`config.mk`:
```
export PLATFORM = sky130hd
export DESIGN_NAME = fcta_top
export DESIGN_NICKNAME = d
export VERILOG_FILES = /design/src/fcta_ctrl_pkg.sv /design/src/fcta_num_pkg.sv /design/src/fcta_cfg_regs.sv /design/src/fcta_input_stage.sv /design/src/fcta_mac_array.sv /design/src/fcta_output_stage.sv /design/src/fcta_top.sv
export VERILOG_INCLUDE_DIRS = /design/src /design/src/src
export SDC_FILE = /design/constraint.sdc
export NUM_CORES = 2
export LEC_CHECK = 0
export BUFFER_PORTS_ARGS = -buffer_cell sky130_fd_sc_hd__buf_2
export CAP_MARGIN = 5
export CORE_UTILIZATION = 39
export CTS_BUF_LIST = sky130_fd_sc_hd__clkbuf_16
export CTS_CLUSTER_SIZE = 14
export DETAILED_ROUTE_END_ITERATION = 12
export PLACE_DENSITY_LB_ADDON = 0.3
export SYNTH_ARGS = -nofsm -noshare
export SYNTH_HDL_FRONTEND = slang
export SYNTH_SLANG_ARGS = --single-unit
```
`constraint.sdc`:
```
create_clock -name clk_i -period 20.1 [get_ports clk_i]
set_clock_uncertainty 0.15 [all_clocks]
set_input_delay 1.005 -clock clk_i [delete_from_list [all_inputs] [get_ports clk_i]]
set_output_delay 1.005 -clock clk_i [all_outputs]
set_load 0.02 [all_outputs]
```
`src/fcta_cfg.svh`:
```
`ifndef FCTA_CFG_SVH
`define FCTA_CFG_SVH

// datapath geometry
`define FCTA_NUM_PE     4
`define FCTA_LANE_BW    16
`define FCTA_BEAT_BW    (`FCTA_NUM_PE * `FCTA_LANE_BW)
// Q10.22 accumulator, 14 fraction bits dropped to reach Q8.8
`define FCTA_ACC_BW     32
`define FCTA_FRAC_DROP  14

// job limits and the counter widths that hold them
`define FCTA_MAX_N      16
`define FCTA_MAX_M      8
`define FCTA_N_BW       5
`define FCTA_M_BW       4

// config word layout
`define FCTA_CFG_BW     16
`define FCTA_N_LSB      0
`define FCTA_N_MSB      3
`define FCTA_M_LSB      4
`define FCTA_M_MSB      6
`define FCTA_ACT_BIT    8

// activation codes
`define FCTA_ACT_IDENT  1'b0
`define FCTA_ACT_RELU   1'b1

`endif

```
`src/fcta_ctrl_pkg.sv`:
```
`include "fcta_cfg.svh"

package fcta_ctrl_pkg;

    // input length, field holds n-1
    function automatic logic [`FCTA_N_BW-1:0] cfg_n(input logic [`FCTA_CFG_BW-1:0] cfg);
        return {1'b0, cfg[`FCTA_N_MSB:`FCTA_N_LSB]} + 5'd1;
    endfunction

    // batch size, field holds m-1
    function automatic logic [`FCTA_M_BW-1:0] cfg_m(input logic [`FCTA_CFG_BW-1:0] cfg);
        return {1'b0, cfg[`FCTA_M_MSB:`FCTA_M_LSB]} + 4'd1;
    endfunction

    // activation select, single bit
    function automatic logic cfg_act(input logic [`FCTA_CFG_BW-1:0] cfg);
        return cfg[`FCTA_ACT_BIT];
    endfunction

endpackage

```
`src/fcta_num_pkg.sv`:
```
`include "fcta_cfg.svh"

package fcta_num_pkg;

    // one stream word, read as Q8.8 activations or as Q2.14 weights
    typedef union packed {
        logic [`FCTA_NUM_PE-1:0][`FCTA_LANE_BW-1:0] act;
        logic [`FCTA_NUM_PE-1:0][`FCTA_LANE_BW-1:0] wgt;
    } beat_u;

    // Q10.22 -> Q8.8 with half-up rounding and saturation
    function automatic logic [`FCTA_LANE_BW-1:0] requant(
        input logic signed [`FCTA_ACC_BW-1:0] acc
    );
        logic signed [`FCTA_ACC_BW:0]                rnd;
        logic signed [`FCTA_ACC_BW-`FCTA_FRAC_DROP:0] shf;
        // one extra bit so the rounding add cannot wrap
        rnd = {acc[`FCTA_ACC_BW-1], acc} + (33'sd1 <<< (`FCTA_FRAC_DROP - 1));
        shf = rnd[`FCTA_ACC_BW:`FCTA_FRAC_DROP];
        if (shf > 32767)
            return 16'h7fff;
        else if (shf < -32768)
            return 16'h8000;
        return shf[`FCTA_LANE_BW-1:0];
    endfunction

    // negative sums clamp to zero
    function automatic logic signed [`FCTA_ACC_BW-1:0] relu(
        input logic signed [`FCTA_ACC_BW-1:0] acc
    );
        return acc[`FCTA_ACC_BW-1] ? '0 : acc;
    endfunction

endpackage

```
`src/fcta_cfg_regs.sv`:
```
`timescale 1ns/1ps
`include "fcta_cfg.svh"

module fcta_cfg_regs (
    input  logic                     clk_i,
    input  logic                     rst_n_i,
    input  logic                     cfg_valid_i,
    input  logic [`FCTA_CFG_BW-1:0]  cfg_data_i,
    input  logic                     job_done_i,
    output logic                     cfg_ready_o,
    output logic                     job_start_o,
    output logic [`FCTA_N_BW-1:0]    n_o,
    output logic [`FCTA_M_BW-1:0]    m_o,
    output logic                     act_o
);

    logic busy_q;
    logic start_q;
    logic accept;

    // a config beat is taken only while no job runs
    assign cfg_ready_o = !busy_q;
    assign accept      = cfg_valid_i && !busy_q;
    assign job_start_o = start_q;

    always_ff @(posedge clk_i) begin
        if (!rst_n_i) begin
            busy_q  <= 1'b0;
            start_q <= 1'b0;
        end else begin
            // start pulse lands the cycle after acceptance
            start_q <= accept;
            if (accept)
                busy_q <= 1'b1;
            else if (job_done_i)
                busy_q <= 1'b0;
        end
    end

    // decoded fields, held for the whole job
    always_ff @(posedge clk_i) begin
        if (accept) begin
            n_o   <= fcta_ctrl_pkg::cfg_n(cfg_data_i);
            m_o   <= fcta_ctrl_pkg::cfg_m(cfg_data_i);
            act_o <= fcta_ctrl_pkg::cfg_act(cfg_data_i);
        end
    end

    // a start follows an idle cycle and never meets the done of an earlier job
    a_start_from_idle: assert property (@(posedge clk_i) disable iff (!rst_n_i)
        job_start_o |-> ($past(!busy_q) && !job_done_i));

endmodule

```
`src/fcta_input_stage.sv`:
```
`timescale 1ns/1ps
`include "fcta_cfg.svh"

module fcta_input_stage (
    input  logic                     clk_i,
    input  logic                     rst_n_i,
    input  logic                     job_start_i,
    input  logic [`FCTA_N_BW-1:0]    n_i,
    input  logic [`FCTA_M_BW-1:0]    m_i,
    input  logic                     tvalid_i,
    input  logic [`FCTA_BEAT_BW-1:0] tdata_i,
    input  logic                     w_ready_i,
    output logic                     tready_o,
    output logic                     w_valid_o,
    output logic [`FCTA_BEAT_BW-1:0] w_lanes_o,
    output logic [`FCTA_LANE_BW-1:0] x_o,
    output logic                     w_last_o
);

    localparam logic [1:0] ST_IDLE = 2'd0;
    localparam logic [1:0] ST_ACT  = 2'd1;
    localparam logic [1:0] ST_WGT  = 2'd2;

    logic [1:0]                 state_q;
    logic [`FCTA_N_BW-1:0]      beat_q;
    logic [`FCTA_M_BW-1:0]      sample_q;
    logic [`FCTA_N_BW-1:0]      n_act;
    logic [`FCTA_LANE_BW-1:0]   act_buf [`FCTA_MAX_N];
    fcta_num_pkg::beat_u        beat;
    logic                       w_fire;
    logic                       last_sample;

    // same word, two readings depending on phase
    assign beat = tdata_i;

    // activation beats per sample, ceil(n/4)
    assign n_act       = (n_i + 5'd3) >> 2;
    assign last_sample = (sample_q == m_i - 4'd1);

    // weight phase forwards the stream straight to the MAC
    assign tready_o  = (state_q == ST_ACT) || ((state_q == ST_WGT) && w_ready_i);
    assign w_valid_o = (state_q == ST_WGT) && tvalid_i;
    assign w_lanes_o = beat.wgt;
    assign w_last_o  = (beat_q == n_i - 5'd1);
    // weight beat k meets activation k
    assign x_o       = act_buf[beat_q[$clog2(`FCTA_MAX_N)-1:0]];
    assign w_fire    = w_valid_o && w_ready_i;

    always_ff @(posedge clk_i) begin
        if (!rst_n_i) begin
            state_q  <= ST_IDLE;
            beat_q   <= '0;
            sample_q <= '0;
        end else begin
            case (state_q)
                ST_IDLE: begin
                    if (job_start_i) begin
                        state_q  <= ST_ACT;
                        beat_q   <= '0;
                        sample_q <= '0;
                    end
                end
                ST_ACT: begin
                    if (tvalid_i) begin
                        if (beat_q == n_act - 5'd1) begin
                            state_q <= ST_WGT;
                            beat_q  <= '0;
                        end else begin
                            beat_q <= beat_q + 5'd1;
                        end
                    end
                end
                ST_WGT: begin
                    if (w_fire) begin
                        if (w_last_o) begin
                            beat_q   <= '0;
                            // next sample may load while the MAC result waits
                            state_q  <= last_sample ? ST_IDLE : ST_ACT;
                            sample_q <= sample_q + 4'd1;
                        end else begin
                            beat_q <= beat_q + 5'd1;
                        end
                    end
                end
                default: state_q <= ST_IDLE;
            endcase
        end
    end

    // four activations per beat into consecutive buffer slots
    always_ff @(posedge clk_i) begin
        if (state_q == ST_ACT && tvalid_i) begin
            for (int i = 0; i < `FCTA_NUM_PE; i++) begin
                act_buf[beat_q * `FCTA_NUM_PE + i] <= beat.act[i];
            end
        end
    end

    // a new job only ever finds the stream closed and the FSM idle
    a_no_tready_after_job: assert property (@(posedge clk_i) disable iff (!rst_n_i)
        job_start_i |-> ((state_q == ST_IDLE) && !tready_o));

endmodule

```
`src/fcta_mac_array.sv`:
```
`timescale 1ns/1ps
`include "fcta_cfg.svh"

module fcta_mac_array (
    input  logic                     clk_i,
    input  logic                     rst_n_i,
    input  logic                     act_i,
    input  logic                     w_valid_i,
    input  logic [`FCTA_BEAT_BW-1:0] w_lanes_i,
    input  logic [`FCTA_LANE_BW-1:0] x_i,
    input  logic                     w_last_i,
    input  logic                     r_ready_i,
    output logic                     w_ready_o,
    output logic                     r_valid_o,
    output logic [`FCTA_BEAT_BW-1:0] r_data_o
);

    logic signed [`FCTA_ACC_BW-1:0] acc_q [`FCTA_NUM_PE];
    logic signed [`FCTA_ACC_BW-1:0] prod  [`FCTA_NUM_PE];
    logic signed [`FCTA_ACC_BW-1:0] sum   [`FCTA_NUM_PE];
    logic signed [`FCTA_ACC_BW-1:0] post  [`FCTA_NUM_PE];
    logic [`FCTA_BEAT_BW-1:0]       res;
    logic                           r_valid_q;
    logic                           w_fire;

    // hold off new weights until the result is handed on
    assign w_ready_o = !r_valid_q;
    assign r_valid_o = r_valid_q;
    assign w_fire    = w_valid_i && w_ready_o;

    always_comb begin
        for (int i = 0; i < `FCTA_NUM_PE; i++) begin
            // Q8.8 x Q2.14 is exactly Q10.22
            prod[i] = $signed(x_i) * $signed(w_lanes_i[i*`FCTA_LANE_BW +: `FCTA_LANE_BW]);
            // wraps at 32 bits
            sum[i]  = acc_q[i] + prod[i];
            post[i] = (act_i == `FCTA_ACT_IDENT) ? sum[i] : fcta_num_pkg::relu(sum[i]);
            res[i*`FCTA_LANE_BW +: `FCTA_LANE_BW] = fcta_num_pkg::requant(post[i]);
        end
    end

    always_ff @(posedge clk_i) begin
        if (!rst_n_i) begin
            r_valid_q <= 1'b0;
            for (int i = 0; i < `FCTA_NUM_PE; i++) begin
                acc_q[i] <= '0;
            end
        end else begin
            if (w_fire) begin
                // last beat empties the lanes for the next sample
                for (int i = 0; i < `FCTA_NUM_PE; i++) begin
                    acc_q[i] <= w_last_i ? '0 : sum[i];
                end
            end
            if (w_fire && w_last_i)
                r_valid_q <= 1'b1;
            else if (r_ready_i)
                r_valid_q <= 1'b0;
        end
    end

    // result register, written with the final sum of each sample
    always_ff @(posedge clk_i) begin
        if (w_fire && w_last_i)
            r_data_o <= res;
    end

    // weight beat offered while a result waits stays put until taken
    a_result_blocks_weights: assert property (@(posedge clk_i) disable iff (!rst_n_i)
        (w_valid_i && r_valid_o) |=>
            (w_valid_i && $stable(w_lanes_i) && $stable(w_last_i)));

endmodule

```
`src/fcta_output_stage.sv`:
```
`timescale 1ns/1ps
`include "fcta_cfg.svh"

module fcta_output_stage (
    input  logic                     clk_i,
    input  logic                     rst_n_i,
    input  logic [`FCTA_M_BW-1:0]    m_i,
    input  logic                     r_valid_i,
    input  logic [`FCTA_BEAT_BW-1:0] r_data_i,
    input  logic                     tready_i,
    output logic                     r_ready_o,
    output logic                     tvalid_o,
    output logic [`FCTA_BEAT_BW-1:0] tdata_o,
    output logic                     tlast_o,
    output logic                     job_done_o
);

    logic                  valid_q;
    logic                  last_q;
    logic [`FCTA_M_BW-1:0] cnt_q;
    logic                  r_fire;
    logic                  t_fire;
    logic                  cnt_end;

    // one-entry register, refillable in the cycle it drains
    assign r_ready_o  = !valid_q || tready_i;
    assign r_fire     = r_valid_i && r_ready_o;
    assign t_fire     = valid_q && tready_i;
    assign cnt_end    = (cnt_q == m_i - 4'd1);
    assign tvalid_o   = valid_q;
    assign tlast_o    = last_q;
    assign job_done_o = t_fire && last_q;

    always_ff @(posedge clk_i) begin
        if (!rst_n_i) begin
            valid_q <= 1'b0;
            last_q  <= 1'b0;
            cnt_q   <= '0;
        end else if (r_fire) begin
            valid_q <= 1'b1;
            // m-th sample of the job carries tlast
            last_q  <= cnt_end;
            cnt_q   <= cnt_end ? '0 : cnt_q + 4'd1;
        end else if (t_fire) begin
            valid_q <= 1'b0;
            last_q  <= 1'b0;
        end
    end

    always_ff @(posedge clk_i) begin
        if (r_fire)
            tdata_o <= r_data_i;
    end

    // result offered while the register is full waits unchanged
    a_hold_when_stalled: assert property (@(posedge clk_i) disable iff (!rst_n_i)
        (r_valid_i && !r_ready_o) |=> (r_valid_i && $stable(r_data_i)));

endmodule

```
`src/fcta_top.sv`:
```
`timescale 1ns/1ps
`include "fcta_cfg.svh"

module fcta_top (
    input  logic                     clk_i,
    input  logic                     rst_n_i,
    input  logic                     cfg_valid_i,
    input  logic [`FCTA_CFG_BW-1:0]  cfg_data_i,
    input  logic                     tvalid_i,
    input  logic [`FCTA_BEAT_BW-1:0] tdata_i,
    input  logic                     tready_i,
    output logic                     cfg_ready_o,
    output logic                     tready_o,
    output logic                     tvalid_o,
    output logic [`FCTA_BEAT_BW-1:0] tdata_o,
    output logic                     tlast_o
);

    // job control
    logic                     job_start;
    logic                     job_done;
    logic [`FCTA_N_BW-1:0]    n;
    logic [`FCTA_M_BW-1:0]    m;
    logic                     act;
    // input stage to MAC
    logic                     w_valid;
    logic                     w_ready;
    logic [`FCTA_BEAT_BW-1:0] w_lanes;
    logic [`FCTA_LANE_BW-1:0] x_sel;
    logic                     w_last;
    // MAC to output register
    logic                     r_valid;
    logic                     r_ready;
    logic [`FCTA_BEAT_BW-1:0] r_data;

    fcta_cfg_regs u_cfg_regs (
        .clk_i       (clk_i),
        .rst_n_i     (rst_n_i),
        .cfg_valid_i (cfg_valid_i),
        .cfg_data_i  (cfg_data_i),
        .job_done_i  (job_done),
        .cfg_ready_o (cfg_ready_o),
        .job_start_o (job_start),
        .n_o         (n),
        .m_o         (m),
        .act_o       (act)
    );

    fcta_input_stage u_input_stage (
        .clk_i       (clk_i),
        .rst_n_i     (rst_n_i),
        .job_start_i (job_start),
        .n_i         (n),
        .m_i         (m),
        .tvalid_i    (tvalid_i),
        .tdata_i     (tdata_i),
        .w_ready_i   (w_ready),
        .tready_o    (tready_o),
        .w_valid_o   (w_valid),
        .w_lanes_o   (w_lanes),
        .x_o         (x_sel),
        .w_last_o    (w_last)
    );

    fcta_mac_array u_mac_array (
        .clk_i       (clk_i),
        .rst_n_i     (rst_n_i),
        .act_i       (act),
        .w_valid_i   (w_valid),
        .w_lanes_i   (w_lanes),
        .x_i         (x_sel),
        .w_last_i    (w_last),
        .r_ready_i   (r_ready),
        .w_ready_o   (w_ready),
        .r_valid_o   (r_valid),
        .r_data_o    (r_data)
    );

    fcta_output_stage u_output_stage (
        .clk_i       (clk_i),
        .rst_n_i     (rst_n_i),
        .m_i         (m),
        .r_valid_i   (r_valid),
        .r_data_i    (r_data),
        .tready_i    (tready_i),
        .r_ready_o   (r_ready),
        .tvalid_o    (tvalid_o),
        .tdata_o     (tdata_o),
        .tlast_o     (tlast_o),
        .job_done_o  (job_done)
    );

endmodule
```
==> reports/qor.yml <==
setup_path:
  cp_slowest_cell: "mux4_2"
  slowest_delay_ps: 900
  startpoint_type: "flop"
  crit_fanout: 36
  critPathCaptureType: "flop"
  required_ps: 20320
  cp.arrival_ps: 13030
  timing.critical_path.mode_cell: "fa_1"
  crit_type: "flop to flop"
  worst-r2r-cell-count: 32
timing:
  rsz0062_at_grt: "false"
  period_minus_slack_ps: 12810
  fin_tns_setup_ps: 0
  fin_crit_sh_pct: 63.7
  finalHoldViolCount: 0
  fmax_mhz: 78.1
  final_max_slew_viol_count: 0
  slew_headroom_pct: 25.3
  setup_violations: 0
  tightest_slew_ps: 1120
final_layout:
  fill_cells: 16144
  drive_gt1_share_pct: 6.70
  final_common_cell: "inv_1"
  nNetsFinal: 7939
  mostFrequentLayoutCells: "1,366 x inv_1, 1,168 x fa_1, 583 x nand2_1, 534 x and2_1, 522 x edfxtp_1"
  area_growth_pct: 7.64
hold_path:
  worstHoldPathType: "flop to flop"
  hold_depth: 0
route:
  wl_um: 165000
  vias: 44070
  drt-initial-drc-count: 2783
  vias_per_cell: 5.15
  drc: 0
  drt-pass1-iter-count: 6
  wl_per_cell_um: 19.3
  antenna_left: 0
floorplanning:
  io_pins: 153
  die_w_um: 416
  fp-row-count: 151
  core_area_mm2: 0.170
  start_util_pct: 39.4
  die_h_um: 416
  die_area_mm2: 0.173
clock_network:
  cts_setup_buffers: 0
  numCtsBuffers: 68
  htreeDepth: 3
  cts_sinks: 546
  clk-insertion-delay-late_ps: 710
  ctsRootBufferMaster: "clkbuf_16"
  clk_pin_slew_ps: 60
  clock_path_buffers: 3
  cts_resized: 0
  ctsHoldBuffers: 0
  cts_tree: "yes"
grt:
  grt_pass1_wl_um: 270000
  track_usage_pct: 19.9
  grt_max_degree: 65
  grt_overflow: 0
  grt_pass1_vias: 48487
  antenna_found_initial: 27
logic_synthesis:
  ys_types: 104
  synth_flop_cell: "edfxtp_1"
  netlist_area_mm2: 0.0669
  ys_seq_elements: 546
  synth_warnings: 0
  synthCells: 6279
  synth-edff-count: 522
  synth.net_count: 7943
  syn_area_per_cell_um2: 10.6
  seq_area_frac_synth_pct: 24.2
  async_flop_share_pct: 0
placed_design:
  hpwl_um: 123000
  place.gp.congestion: 0.866
  portBuffers: 144
run_status:
  status: "finished clean"
flow_run:
  cap_violations: 0
## kinds of logic after synthesis
kind of cell	share of synthesized area, %
xor+xnor	2.94
simple gates	12.9
mux	2.85
buf+inv	9.09
compound gates	5.38
flops	24.2
fa+ha+maj	42.7
## sequential cells by signal, summed over array words and instances, names as in the netlist, 4 cells and up, named ones only
signal	count
u_output_stage.cnt_q	4
u_cfg_regs.m_o	4
u_output_stage.tdata_o	64
u_mac_array.acc_q	128
u_mac_array.r_data_o	64
u_input_stage.sample_q	4
u_cfg_regs.n_o	5
u_input_stage.act_buf	256
u_input_stage.beat_q	5
## area by class of cell
| class | instances | area, um2 | area share [%] |
|---|---|---|---|
| antenna | 7 | 17.5 | 0.0243 |
| inverter | 1357 | 5090 | 7.08 |
| tap | 2218 | 2780 | 3.86 |
| clock inverter | 54 | 558 | 0.775 |
| sequential | 546 | 16200 | 22.5 |
| clock buffer | 68 | 1700 | 2.36 |
| timing repair buffer | 179 | 983 | 1.37 |
| multi-input combinational | 4123 | 44700 | 62.1 |
## stage by stage
stage / setup WS, ps / util (%) / hold slack, ps / area, um2 / cells
global placement: 7640 / 41.0 / 256 / 69700 / 8423
CTS: 7390 / 42.4 / 268 / 72000 / 8545
floorplan: 9910 / - / 250 / 66900 / 6279
global route: 6500 / 42.4 / 275 / 72000 / 8549
detailed placement: 7420 / 41.0 / 256 / 69700 / 8423
finish: 7290 / 42.4 / 263 / 72000 / 8552
## path summary, 6_finish.rpt
check | startpoint | to | slack, ps
min | u_mac_array.r_data_o[23]$_DFFE_PP_ | u_output_stage.tdata_o[23]$_DFFE_PP_ | 260
max reg2reg | flop | u_mac_array.r_data_o[44]$_DFFE_PP_ | 7290
min reg2reg | u_mac_array.r_data_o[23]$_DFFE_PP_ | u_output_stage.tdata_o[23]$_DFFE_PP_ | 260
max | flop | u_mac_array.r_data_o[44]$_DFFE_PP_ | 7290
## critical path: cells and delay by family (launching register included)
kind                       cells  cell delay [ps]
xor gates and xnor gates       1              560
adders and majority gates      8             3520
AOI/OAI and AO/OA             10             3370
muxes                          2             1510
buffers and inverters          6             1360
and+or+nand+nor                5             1130
DFF                            1              720
## per-layer routing
metal | global-route usage [%] | wire (um) | up-vias
li1 | - | - | 19675
met1 | 26.4 | 70200 | 23059
met2 | 33.7 | 80800 | 1102
met3 | 3.40 | 10200 | 218
met4 | 5.13 | 3820 | 16
met5 | 0 | 95 | -
## cell usage after synthesis (6+ instances only)
cell type | count | area (um2)
clkbuf_1 | 222 | 833
o21ai_1 | 6 | 30.0
xor2_1 | 89 | 780
nand3_1 | 38 | 190
nor3b_1 | 11 | 82.6
nor4_1 | 19 | 119
a21oi_1 | 119 | 596
xnor2_1 | 131 | 1150
inv_1 | 1356 | 5090
or2_2 | 10 | 62.6
nand2b_1 | 47 | 294
or3_1 | 10 | 62.6
and4_1 | 11 | 96.3
nand4b_1 | 7 | 61.3
a31oi_1 | 12 | 75.1
nand3b_1 | 10 | 75.1
o21a_1 | 27 | 203
a311oi_1 | 11 | 96.3
a211oi_1 | 27 | 203
dfxtp_1 | 24 | 480
nand2_1 | 584 | 2190
fa_1 | 1168 | 23400
nand4_1 | 26 | 163
a21o_1 | 38 | 285
o211ai_1 | 21 | 158
mux4_2 | 80 | 1800
edfxtp_1 | 522 | 15700
ha_1 | 411 | 5140
nor2_1 | 251 | 942
mux2i_1 | 7 | 70.1
buf_2 | 10 | 50.1
nor2b_1 | 29 | 181
buf_1 | 17 | 63.8
o31ai_1 | 24 | 180
o21ai_0 | 112 | 561
and3_1 | 31 | 194
and2_1 | 534 | 3340
a21boi_0 | 7 | 52.6
nor3_1 | 55 | 275
a211o_1 | 16 | 140
o2111ai_1 | 9 | 78.8
or4_1 | 9 | 67.6
o21bai_1 | 15 | 113
Power is not shown: default switching activity piles up to over one toggle a cycle in this logic, so the estimate is an artifact.
